$ cat src/hw/vscale_pkg.sv
package vscale_pkg;

	////////////////////
	// Widths

	localparam int DIM_W = 12;
	// Top bit of an aspect value flags a direct size
	localparam int AR_W = 13;
	localparam int IO_W = 16;
	localparam int CMD_W = 8;
	localparam int WORD_CNT_W = 8;

	////////////////////
	// Host command codes

	localparam logic [CMD_W-1:0] CMD_TIMING = 8'h20;
	localparam logic [CMD_W-1:0] CMD_VSET = 8'h27;
	localparam logic [CMD_W-1:0] CMD_HSET = 8'h37;
	localparam logic [CMD_W-1:0] CMD_AR_PRESET = 8'h3A;

	// Free-scale flag inside the HSET word
	localparam int FREESCALE_BIT = 15;

	////////////////////
	// Reset defaults, 1080p frame

	localparam logic [DIM_W-1:0] WIDTH_RST = 12'd1920;
	localparam logic [DIM_W-1:0] HEIGHT_RST = 12'd1080;

	////////////////////
	// Divider

	localparam int MULDIV_STEPS = 24;
	localparam int MULDIV_CNT_W = $clog2(MULDIV_STEPS + 1);

	////////////////////
	// Host word, read as command or as data

	typedef union packed {
		struct packed {
			logic [IO_W-CMD_W-1:0] rsvd;
			logic [CMD_W-1:0]      code;
		} cmd;
		logic [IO_W-1:0] data;
	} io_word_u;

endpackage

$ cat src/hw/host_cmd_decoder.sv
`timescale 1ns/1ps

module host_cmd_decoder import vscale_pkg::*; (
	input  logic              clk_sys,
	input  logic              resetd,
	input  logic              i_io_sel,
	input  logic              i_io_clk,
	input  logic [IO_W-1:0]   i_io_din,
	output logic [DIM_W-1:0]  o_width,
	output logic [DIM_W-1:0]  o_height,
	output logic [DIM_W-1:0]  o_vset,
	output logic [DIM_W-1:0]  o_hset,
	output logic              o_freescale,
	output logic [AR_W-1:0]   o_arc1x,
	output logic [AR_W-1:0]   o_arc1y,
	output logic [AR_W-1:0]   o_arc2x,
	output logic [AR_W-1:0]   o_arc2y
);

	logic                  io_clk_s;
	logic                  io_clk_d;
	logic                  io_strobe;
	logic                  has_cmd;
	logic [CMD_W-1:0]      cmd;
	logic [WORD_CNT_W-1:0] cnt;
	io_word_u              word;

	assign word = i_io_din;

	// Rising edge of the host I/O clock
	assign io_strobe = io_clk_s & ~io_clk_d;

	always_ff @(posedge clk_sys) begin
		if (resetd) begin
			io_clk_s <= 1'b0;
			io_clk_d <= 1'b0;
		end else begin
			io_clk_s <= i_io_clk;
			io_clk_d <= io_clk_s;
		end
	end

	////////////////////
	// Command and data words

	always_ff @(posedge clk_sys) begin
		if (resetd) begin
			has_cmd <= 1'b0;
			cmd <= '0;
			cnt <= '0;
			o_width <= WIDTH_RST;
			o_height <= HEIGHT_RST;
			o_vset <= '0;
			o_hset <= '0;
			o_freescale <= 1'b0;
			o_arc1x <= '0;
			o_arc1y <= '0;
			o_arc2x <= '0;
			o_arc2y <= '0;
		end else if (!i_io_sel) begin
			has_cmd <= 1'b0;
		end else if (io_strobe) begin
			if (!has_cmd) begin
				has_cmd <= 1'b1;
				cmd <= word.cmd.code;
				cnt <= '0;
			end else begin
				// Counter sticks at the top so late words never alias word 0
				if (~&cnt)
					cnt <= cnt + WORD_CNT_W'(1);
				case (cmd)
					CMD_TIMING: begin
						// Porches and sync words are skipped
						if (cnt == WORD_CNT_W'(0))
							o_width <= word.data[DIM_W-1:0];
						if (cnt == WORD_CNT_W'(4))
							o_height <= word.data[DIM_W-1:0];
					end
					CMD_VSET: begin
						o_vset <= word.data[DIM_W-1:0];
					end
					CMD_HSET: begin
						o_freescale <= word.data[FREESCALE_BIT];
						o_hset <= word.data[DIM_W-1:0];
					end
					CMD_AR_PRESET: begin
						case (cnt)
							WORD_CNT_W'(0): o_arc1x <= word.data[AR_W-1:0];
							WORD_CNT_W'(1): o_arc1y <= word.data[AR_W-1:0];
							WORD_CNT_W'(2): o_arc2x <= word.data[AR_W-1:0];
							WORD_CNT_W'(3): o_arc2y <= word.data[AR_W-1:0];
							default: ;
						endcase
					end
					default: ;
				endcase
			end
		end
	end

endmodule

$ cat src/hw/geometry_prep.sv
`timescale 1ns/1ps

module geometry_prep import vscale_pkg::*; (
	input  logic              clk_sys,
	input  logic              resetd,
	input  logic [DIM_W-1:0]  i_width,
	input  logic [DIM_W-1:0]  i_height,
	input  logic [DIM_W-1:0]  i_vset,
	input  logic [DIM_W-1:0]  i_hset,
	input  logic [AR_W-1:0]   i_ar_x,
	input  logic [AR_W-1:0]   i_ar_y,
	input  logic [AR_W-1:0]   i_arc1x,
	input  logic [AR_W-1:0]   i_arc1y,
	input  logic [AR_W-1:0]   i_arc2x,
	input  logic [AR_W-1:0]   i_arc2y,
	output logic [DIM_W-1:0]  o_lim_w,
	output logic [DIM_W-1:0]  o_lim_h,
	output logic [DIM_W-1:0]  o_asp_x,
	output logic [DIM_W-1:0]  o_asp_y,
	output logic              o_asp_size
);

	always_ff @(posedge clk_sys) begin
		if (resetd) begin
			o_lim_w <= '0;
			o_lim_h <= '0;
			o_asp_x <= '0;
			o_asp_y <= '0;
			o_asp_size <= 1'b0;
		end else begin
			// Zero limit means no limit
			o_lim_w <= (i_hset != '0 && i_hset < i_width) ? i_hset : i_width;
			o_lim_h <= (i_vset != '0 && i_vset < i_height) ? i_vset : i_height;

			if (i_ar_y != '0) begin
				o_asp_x <= i_ar_x[DIM_W-1:0];
				o_asp_y <= i_ar_y[DIM_W-1:0];
				o_asp_size <= i_ar_x[AR_W-1] | i_ar_y[AR_W-1];
			end else if (i_ar_x == AR_W'(1)) begin
				o_asp_x <= i_arc1x[DIM_W-1:0];
				o_asp_y <= i_arc1y[DIM_W-1:0];
				o_asp_size <= i_arc1x[AR_W-1] | i_arc1y[AR_W-1];
			end else if (i_ar_x == AR_W'(2)) begin
				o_asp_x <= i_arc2x[DIM_W-1:0];
				o_asp_y <= i_arc2y[DIM_W-1:0];
				o_asp_size <= i_arc2x[AR_W-1] | i_arc2y[AR_W-1];
			end else begin
				o_asp_x <= '0;
				o_asp_y <= '0;
				o_asp_size <= 1'b0;
			end
		end
	end

endmodule

$ cat src/hw/ar_muldiv.sv
`timescale 1ns/1ps

module ar_muldiv import vscale_pkg::*; (
	input  logic              clk_sys,
	input  logic              resetd,
	input  logic              i_start,
	input  logic [DIM_W-1:0]  i_mul1,
	input  logic [DIM_W-1:0]  i_mul2,
	input  logic [DIM_W-1:0]  i_div,
	output logic              o_busy,
	output logic [DIM_W-1:0]  o_result
);

	logic [MULDIV_CNT_W-1:0] steps;
	logic [2*DIM_W-1:0]      quo;
	logic [DIM_W-1:0]        rem;
	logic [DIM_W-1:0]        div_q;
	logic [DIM_W:0]          rem_sh;
	logic [DIM_W:0]          rem_sub;

	// Next dividend bit shifts into the partial remainder
	assign rem_sh = {rem, quo[2*DIM_W-1]};
	assign rem_sub = rem_sh - {1'b0, div_q};
	assign o_result = quo[DIM_W-1:0];

	always_ff @(posedge clk_sys) begin
		if (resetd) begin
			o_busy <= 1'b0;
			steps <= '0;
		end else if (i_start) begin
			o_busy <= 1'b1;
			steps <= MULDIV_CNT_W'(MULDIV_STEPS);
		end else if (o_busy) begin
			steps <= steps - MULDIV_CNT_W'(1);
			if (steps == MULDIV_CNT_W'(1))
				o_busy <= 1'b0;
		end
	end

	////////////////////
	// Restoring division, one quotient bit per cycle

	always_ff @(posedge clk_sys) begin
		if (i_start) begin
			quo <= i_mul1 * i_mul2;
			rem <= '0;
			div_q <= i_div;
		end else if (o_busy) begin
			if (rem_sh >= {1'b0, div_q}) begin
				rem <= rem_sub[DIM_W-1:0];
				quo <= {quo[2*DIM_W-2:0], 1'b1};
			end else begin
				rem <= rem_sh[DIM_W-1:0];
				quo <= {quo[2*DIM_W-2:0], 1'b0};
			end
		end
	end

endmodule

$ cat src/hw/window_calc.sv
`timescale 1ns/1ps

module window_calc import vscale_pkg::*; (
	input  logic              clk_sys,
	input  logic              resetd,
	input  logic [DIM_W-1:0]  i_width,
	input  logic [DIM_W-1:0]  i_height,
	input  logic [DIM_W-1:0]  i_lim_w,
	input  logic [DIM_W-1:0]  i_lim_h,
	input  logic [DIM_W-1:0]  i_asp_x,
	input  logic [DIM_W-1:0]  i_asp_y,
	input  logic              i_asp_size,
	input  logic              i_freescale,
	output logic [DIM_W-1:0]  o_hmin,
	output logic [DIM_W-1:0]  o_hmax,
	output logic [DIM_W-1:0]  o_vmin,
	output logic [DIM_W-1:0]  o_vmax
);

	logic [2:0]       state;
	logic             use_lim;
	logic             md_start;
	logic             md_busy;
	logic [DIM_W-1:0] md_mul1;
	logic [DIM_W-1:0] md_mul2;
	logic [DIM_W-1:0] md_div;
	logic [DIM_W-1:0] md_res;
	logic [DIM_W-1:0] wcalc;
	logic [DIM_W-1:0] hcalc;
	logic [DIM_W-1:0] videow;
	logic [DIM_W-1:0] videoh;
	logic [DIM_W-1:0] h_off;
	logic [DIM_W-1:0] v_off;

	ar_muldiv u_muldiv (
		.clk_sys  (clk_sys),
		.resetd   (resetd),
		.i_start  (md_start),
		.i_mul1   (md_mul1),
		.i_mul2   (md_mul2),
		.i_div    (md_div),
		.o_busy   (md_busy),
		.o_result (md_res)
	);

	// No usable ratio, fill the limited size
	assign use_lim = i_freescale || i_asp_x == '0 || i_asp_y == '0;

	assign h_off = (i_width - videow) >> 1;
	assign v_off = (i_height - videoh) >> 1;

	////////////////////
	// State loop and edges

	always_ff @(posedge clk_sys) begin
		if (resetd) begin
			state <= '0;
			md_start <= 1'b0;
			o_hmin <= '0;
			o_hmax <= '0;
			o_vmin <= '0;
			o_vmax <= '0;
		end else begin
			md_start <= 1'b0;
			state <= state + 3'd1;
			case (state)
				3'd0: begin
					if (use_lim || i_asp_size)
						state <= 3'd6;
				end
				3'd1: md_start <= 1'b1;
				3'd2: if (md_start | md_busy) state <= 3'd2;
				3'd3: md_start <= 1'b1;
				3'd4: if (md_start | md_busy) state <= 3'd4;
				3'd7: begin
					o_hmin <= h_off;
					o_hmax <= h_off + videow - DIM_W'(1);
					o_vmin <= v_off;
					o_vmax <= v_off + videoh - DIM_W'(1);
				end
				default: ;
			endcase
		end
	end

	////////////////////
	// Window size

	always_ff @(posedge clk_sys) begin
		case (state)
			3'd0: begin
				if (use_lim) begin
					wcalc <= i_lim_w;
					hcalc <= i_lim_h;
				end else if (i_asp_size) begin
					wcalc <= i_asp_x;
					hcalc <= i_asp_y;
				end
			end
			// Width from height and ratio
			3'd1: begin
				md_mul1 <= i_lim_h;
				md_mul2 <= i_asp_x;
				md_div <= i_asp_y;
			end
			3'd2: wcalc <= md_res;
			3'd3: begin
				md_mul1 <= i_lim_w;
				md_mul2 <= i_asp_y;
				md_div <= i_asp_x;
			end
			3'd4: hcalc <= md_res;
			3'd6: begin
				videow <= (wcalc > i_lim_w) ? i_lim_w : wcalc;
				videoh <= (hcalc > i_lim_h) ? i_lim_h : hcalc;
			end
			default: ;
		endcase
	end

endmodule

$ cat src/hw/vscale_top.sv
`timescale 1ns/1ps

module vscale_top import vscale_pkg::*; (
	input  logic              clk_sys,
	input  logic              resetd,
	input  logic              i_io_sel,
	input  logic              i_io_clk,
	input  logic [IO_W-1:0]   i_io_din,
	input  logic [AR_W-1:0]   i_ar_x,
	input  logic [AR_W-1:0]   i_ar_y,
	output logic [DIM_W-1:0]  o_hmin,
	output logic [DIM_W-1:0]  o_hmax,
	output logic [DIM_W-1:0]  o_vmin,
	output logic [DIM_W-1:0]  o_vmax
);

	logic [DIM_W-1:0] width;
	logic [DIM_W-1:0] height;
	logic [DIM_W-1:0] vset;
	logic [DIM_W-1:0] hset;
	logic             freescale;
	logic [AR_W-1:0]  arc1x;
	logic [AR_W-1:0]  arc1y;
	logic [AR_W-1:0]  arc2x;
	logic [AR_W-1:0]  arc2y;
	logic [DIM_W-1:0] lim_w;
	logic [DIM_W-1:0] lim_h;
	logic [DIM_W-1:0] asp_x;
	logic [DIM_W-1:0] asp_y;
	logic             asp_size;

	host_cmd_decoder u_decoder (
		.clk_sys     (clk_sys),
		.resetd      (resetd),
		.i_io_sel    (i_io_sel),
		.i_io_clk    (i_io_clk),
		.i_io_din    (i_io_din),
		.o_width     (width),
		.o_height    (height),
		.o_vset      (vset),
		.o_hset      (hset),
		.o_freescale (freescale),
		.o_arc1x     (arc1x),
		.o_arc1y     (arc1y),
		.o_arc2x     (arc2x),
		.o_arc2y     (arc2y)
	);

	geometry_prep u_geometry (
		.clk_sys    (clk_sys),
		.resetd     (resetd),
		.i_width    (width),
		.i_height   (height),
		.i_vset     (vset),
		.i_hset     (hset),
		.i_ar_x     (i_ar_x),
		.i_ar_y     (i_ar_y),
		.i_arc1x    (arc1x),
		.i_arc1y    (arc1y),
		.i_arc2x    (arc2x),
		.i_arc2y    (arc2y),
		.o_lim_w    (lim_w),
		.o_lim_h    (lim_h),
		.o_asp_x    (asp_x),
		.o_asp_y    (asp_y),
		.o_asp_size (asp_size)
	);

	window_calc u_window (
		.clk_sys     (clk_sys),
		.resetd      (resetd),
		.i_width     (width),
		.i_height    (height),
		.i_lim_w     (lim_w),
		.i_lim_h     (lim_h),
		.i_asp_x     (asp_x),
		.i_asp_y     (asp_y),
		.i_asp_size  (asp_size),
		.i_freescale (freescale),
		.o_hmin      (o_hmin),
		.o_hmax      (o_hmax),
		.o_vmin      (o_vmin),
		.o_vmax      (o_vmax)
	);

endmodule

$ cat config.mk
export PLATFORM = sky130hd
export DESIGN_NAME = vscale_top
export DESIGN_NICKNAME = d
export VERILOG_FILES = /design/src/hw/vscale_pkg.sv /design/src/hw/host_cmd_decoder.sv /design/src/hw/geometry_prep.sv /design/src/hw/ar_muldiv.sv /design/src/hw/window_calc.sv /design/src/hw/vscale_top.sv
export SDC_FILE = /design/constraint.sdc
export NUM_CORES = 1
export LEC_CHECK = 0
export ABC_AREA = 1
export BUFFER_PORTS_ARGS = -buffer_cell sky130_fd_sc_hd__buf_2
export CAP_MARGIN = 30
export CORE_MARGIN = 5
export CORE_UTILIZATION = 40
export DETAILED_ROUTE_END_ITERATION = 16
export GPL_TIMING_DRIVEN = 0
export PLACE_DENSITY = 0.52
export SLEW_MARGIN = 20
export SYNTH_ARGS = -nofsm -noshare
export SYNTH_HDL_FRONTEND = slang
export SYNTH_HIERARCHICAL = 1
export SYNTH_SLANG_ARGS = --single-unit
$ cat constraint.sdc
create_clock -name clk_sys -period 8.2 [get_ports clk_sys]
set_input_delay 0.41 -clock clk_sys [delete_from_list [all_inputs] [get_ports clk_sys]]
set_output_delay 0.41 -clock clk_sys [all_outputs]
set_load 0.005 [all_outputs]
## Word-level counts from Yosys, hierarchy flattened

Cells that the tools add are included.

- $add $sub $neg: 10
- $mul: 1
- Magnitude comparators: 5
- Equal/unequal tests: 19
- Muxes and demuxes: 38
- Bitwise logic cells: 8
- Reductions and logical operators: 32

Operator list:

| cell | count |
|---|---|
| 12-bit two-way mux | 15 |
| 12-bit one-hot mux with 2 select lines | 5 |
| 24-bit two-way mux | 2 |
| 12-bit subtractor | 3 |
| 8-bit by 6-bit equality test with 1-bit output (second input constant) | 4 |
| 5-bit AND reduction | 6 |
| 11-bit by 12-bit adder with 12-bit output | 2 |
| 12-bit greater-than comparator | 2 |
| 12-bit zero test | 2 |
| 12-bit less-than comparator | 2 |
| 12-bit by 12-bit multiplier with 24-bit output | 1 |
| 12-bit nonzero test | 2 |
| 12-bit by 1-bit subtractor with 12-bit output (second input constant) | 2 |
| 8-bit by 2-bit equality test with 1-bit output (second input constant) | 2 |
| 8-bit two-way mux | 2 |
| 13-bit by 1-bit equality test with 1-bit output (second input constant) | 1 |
| 13-bit by 2-bit equality test with 1-bit output (second input constant) | 1 |
| 13-bit by 12-bit >= comparator with 1-bit output | 1 |
| 13-bit nonzero test | 1 |
| 5-bit two-way mux | 2 |
| 3-bit equality test (second input constant) | 3 |
| 3-bit two-way mux | 3 |
| 3-bit one-hot mux with 3 select lines | 1 |
| 8-bit by 1-bit adder with 8-bit output (second input constant) | 1 |
| other kinds (23) | 47 |

- Flip-flop bits (word level): 357
- Logic and storage cells: 151

## Longest topological paths before layout

- Depth after elaboration: 6
- Depth in mapped cells: 24

## Hierarchy

The synthesis kept the hierarchy.

Modules (own cells, without submodules):

| module | times used | cells an instance | area each (um^2) |
|---|---|---|---|
| window_calc | 1 | 1167 | 9116.2 |
| ar_muldiv | 1 | 1107 | 8115.3 |
| host_cmd_decoder | 1 | 737 | 5094.9 |
| geometry_prep | 1 | 507 | 3279.4 |

## Least setup slack after synthesis

No wires, ideal clock.

- Path type: flip-flop to flip-flop
- Start: reg u_window.md_mul1[0]
- End: reg u_window.u_muldiv.quo[17], data pin
- Library setup time: 253 ps
- Arrival time: 4574 ps
- Required time: 7947 ps
- Slack: 3373 ps
- Cell stages (with the launch flop): 20
- Path buffers: 1
- Period minus slack after synthesis: 4827 ps
- Cells stage by stage: edfxtp_1 > clkbuf_1 > nand2_1 > fa_1 > fa_1 > inv_1 > fa_1 > fa_1 > inv_1 > fa_1 > inv_1 > ha_1 > nand2_1 > inv_1 > a21oi_1 > inv_1 > a21oi_1 > nand3b_1 > nand3_1 > nand2_1

- Longest elaborated chain between the ends: 2

RTL lines:

| what | line | RTL |
|---|---|---|
| start: declaration | window_calc.sv:24 | `logic [DIM_W-1:0] md_mul1;` |
| start signal: assignment | window_calc.sv:102 | `md_mul1 <= i_lim_h;` |
| start signal: assignment | window_calc.sv:108 | `md_mul1 <= i_lim_w;` |
| 12-bit by 12-bit multiplier with 24-bit output | ar_muldiv.sv:45 | `quo <= i_mul1 * i_mul2;` |
| 24-bit two-way mux | ar_muldiv.sv:44 | `if (i_start) begin` |
| end signal: assignment | ar_muldiv.sv:45 |  |
| end signal: assignment | ar_muldiv.sv:51 | `quo <= {quo[2*DIM_W-2:0], 1'b1};` |
| end signal: assignment | ar_muldiv.sv:54 | `quo <= {quo[2*DIM_W-2:0], 1'b0};` |
| end: declaration | ar_muldiv.sv:15 | `logic [2*DIM_W-1:0] quo;` |

Every way passes these cells.
A chain may end at the register's enable or synchronous reset.

## Worst setup path after layout

Same ends and word-level chain as after synthesis.

==> impl_metrics.json <==
{
  "outcome": "finished clean",
  "required_ns": 8.52,
  "layout_min_cycle_time_ns": 5.70,
  "async_flop_share": 0,
  "grtUsageTotal": 0.213,
  "drt_pass1_iterations": 7,
  "design.core.area_um2": 63200,
  "path_max_fanout": 10,
  "ys_seq_area_frac": 0.326,
  "grt_max_degree": 25,
  "max_slew_margin": 0.501,
  "synth_compound_area_frac": 0.0882,
  "root_buffer": "clkbuf_16",
  "cts_buffers": 41,
  "die_height_um": 263,
  "syn_area_um2": 25600,
  "worst_hold_path.endpoint": "u_decoder/io_clk_s$_SDFF_PP0_",
  "cts_hold_buf": 0,
  "cp.arrival_ns": 6.01,
  "synth_area_leader_cell": "dfxtp_1",
  "synth-edff-count": 120,
  "hold_start": "i_io_clk",
  "initial_utilization": 0.405,
  "cts_tree": "yes",
  "nNetsFinal": 3999,
  "critical-path-slowest-cell": "fa_1",
  "drcViolationCount": 0,
  "drt-initial-drc-count": 1355,
  "grt_first_pass_wirelength_mm": 118,
  "die-area_um2": 69200,
  "timing.setup.tns_ns": 0,
  "synth_top_family_by_area": "simple AND/OR/NAND/NOR gates",
  "row_count": 92,
  "cts_resized": 0,
  "synth.area.top_cells": "dfxtp_1, edfxtp_1, nand2_1",
  "hold_violations": 0,
  "r2r-end": "u_window/u_muldiv/quo[17]$_DFFE_PP_",
  "ys.warnings.count": 6,
  "worst_setup_path_start_kind": "flip-flop",
  "place.gp.congestion": 0.945,
  "worst_hold_slack_ns": 0.0660,
  "avgSynthCellArea_um2": 7.28,
  "syn2layout_area_growth_pct": 11.5,
  "io_pins": 94,
  "drt-total-wl_mm": 75.7,
  "path_class": "flip-flop to flip-flop",
  "min_path_type": "primary input to flip-flop",
  "die_w_um": 263,
  "synth_mux_area_frac": 0,
  "ant_nets": 0,
  "r2r_slack_ns": 2.50,
  "synthXorXnorAreaFrac": 0.0140,
  "synth_cells": 3518,
  "fillers": 6652,
  "yosysMostFrequentCell": "nand2_1",
  "finalCritPeriodShare": 0.695,
  "antenna_found_initial": 1,
  "ctsHtreeMaxLevel": 2,
  "port_buffers": 88,
  "min_delay_path_depth": 3,
  "ys_types": 49,
  "synth_commonest_cells": "nand2_1, inv_1, nor2_1, dfxtp_1, nand3_1",
  "ff2ff_path_depth": 19,
  "worst_pin_slew_ns": 0.748,
  "synth_seq_cells": 357,
  "clkSinkCount": 357,
  "synth_fa_ha_area_frac": 0.177,
  "rsz0062_at_grt": "false",
  "synth_flop_cell": "dfxtp_1",
  "num_vias": 21800,
  "cp_slowest_stage_delay_ns": 0.59,
  "max_freq_mhz": 176,
  "drv_slew": 0,
  "avgRoutedWirePerCell_um": 16.7,
  "hpwlAfterDp_mm": 60.8,
  "clockBufferDepth": 3,
  "clkTransAtPathRegs_ns": 0.06,
  "postCtsSetupBuffers": 0,
  "yosys.area_share.simple": 0.261,
  "skew_ns": 0.0220,
  "drive_gt1_frac": 0.0871,
  "dp_cells": 4455,
  "grt.overflow.total": 0,
  "cap_violations": 0,
  "end_kind": "flip-flop",
  "r2r_start": "u_window/md_mul1[0]$_DFFE_PP_",
  "yosys.area.top_type_share": 0.185,
  "cp_cell_sequence": "clkbuf_1 > nand2_1 > fa_1 > fa_1 > inv_1 > fa_1 > fa_1 > inv_1 > fa_1 > inv_1 > ha_1 > nand2_1 > inv_1 > a21oi_1 > inv_1 > a21oi_1 > nand3b_1 > nand3_1 > nand2_1",
  "setup_viol": 0,
  "grt_pass1_vias": 21200,
  "stdcell_count": 4531,
  "vias_per_cell": 4.81,
  "clock_latency_ns": 0.56
}
critical path: cells and delay by family (launching register included):
family	cells	cell delay [ns]
adder cells (fa/ha/maj)	6	3.09
buffers and inverters	6	0.87
AND/OR/NAND/NOR	5	0.56
AO/OA/AOI/OAI	2	0.47
flip-flops	1	0.46
logic make-up after synthesis:
group	count (synthesis)
and+or+nand+nor	1599
AOI/OAI and AO/OA	386
other	1
DFF	357
xor gates and xnor gates	41
adders and majority gates	300
buffers and inverters	834
per-layer routing:
| layer | share of wire | track usage | up-vias | wire, um |
|---|---|---|---|---|
| met5 | 0 | 0 | - | 0 |
| met4 | 0.024 | 0.0502 | 0 | 1800 |
| met3 | 0.040 | 0.0241 | 105 | 3040 |
| met2 | 0.48 | 0.370 | 417 | 36200 |
| met1 | 0.46 | 0.287 | 10100 | 34600 |
| li1 | - | - | 11200 | - |
stage by stage:
stage | utilization | setup WS, ns | cell area [um^2]
6_report | 0.452 | 2.50 | 28500
5_1_grt | 0.452 | 2.23 | 28500
4_1_cts | 0.451 | 2.43 | 28500
3_5_place_dp | 0.430 | 2.43 | 27200
3_3_place_gp | 0.429 | 2.45 | 27100
2_1_floorplan | - | 3.37 | 25600
flip-flops by register name (all words and copies together), names as in the netlist, 13 cells and up:
| signal | flops |
|---|---|
| u_decoder/o_arc1x | 13 |
| u_decoder/o_arc2x | 13 |
| u_window/u_muldiv/quo | 24 |
| u_decoder/o_arc2y | 13 |
| u_decoder/o_arc1y | 13 |
cells in the final DEF (no fill, tap or decap), types with 9 or more instances in the layout:
| cell | n |
|---|---|
| and2_1 | 10 |
| xor2_1 | 22 |
| nand2_1 | 859 |
| ha_1 | 195 |
| o21ai_1 | 71 |
| nand3_1 | 219 |
| buf_2 | 127 |
| nand4_1 | 54 |
| o211ai_1 | 11 |
| a21oi_1 | 120 |
| nor2_1 | 401 |
| clkbuf_1 | 66 |
| buf_6 | 13 |
| inv_2 | 9 |
| dfxtp_1 | 237 |
| buf_4 | 20 |
| o21ai_0 | 112 |
| edfxtp_1 | 120 |
| a31oi_1 | 9 |
| nand3_2 | 15 |
| a21oi_2 | 21 |
| inv_1 | 679 |
| xnor2_1 | 19 |
| o211ai_2 | 20 |
| clkinv_1 | 9 |
| fa_1 | 105 |
| clkbuf_16 | 44 |
worst max-delay path by stage:
stage,start,endpoint,slack (ns),depth (start not counted)
2_1_floorplan,u_window/md_mul1[0]$_DFFE_PP_,u_window/u_muldiv/quo[17]$_DFFE_PP_,3.37,19
3_3_place_gp,u_window/md_mul1[0]$_DFFE_PP_,u_window/u_muldiv/quo[17]$_DFFE_PP_,2.45,19
3_5_place_dp,u_window/md_mul1[0]$_DFFE_PP_,u_window/u_muldiv/quo[17]$_DFFE_PP_,2.43,19
4_1_cts,u_window/md_mul1[0]$_DFFE_PP_,u_window/u_muldiv/quo[17]$_DFFE_PP_,2.43,19
5_1_grt,u_window/md_mul1[0]$_DFFE_PP_,u_window/u_muldiv/quo[17]$_DFFE_PP_,2.23,19
6_report,u_window/md_mul1[0]$_DFFE_PP_,u_window/u_muldiv/quo[17]$_DFFE_PP_,2.50,19
cell type report:
cell class / instances / area [um^2] / area share
tap: 846 / 1060 / 0.0371
clock buffer: 52 / 1150 / 0.0403
antenna: 1 / 2.50 / 0.0000877
multi-input combinational: 2328 / 13900 / 0.486
buffer: 143 / 808 / 0.0283
timing repair buffer: 91 / 510 / 0.0179
inverter: 691 / 2590 / 0.0909
sequential: 357 / 8350 / 0.293
clock inverter: 22 / 204 / 0.00715
Power is left out: the tool's default activity adds up to more than one toggle a clock period on the data nets, which glitch-free logic cannot reach.
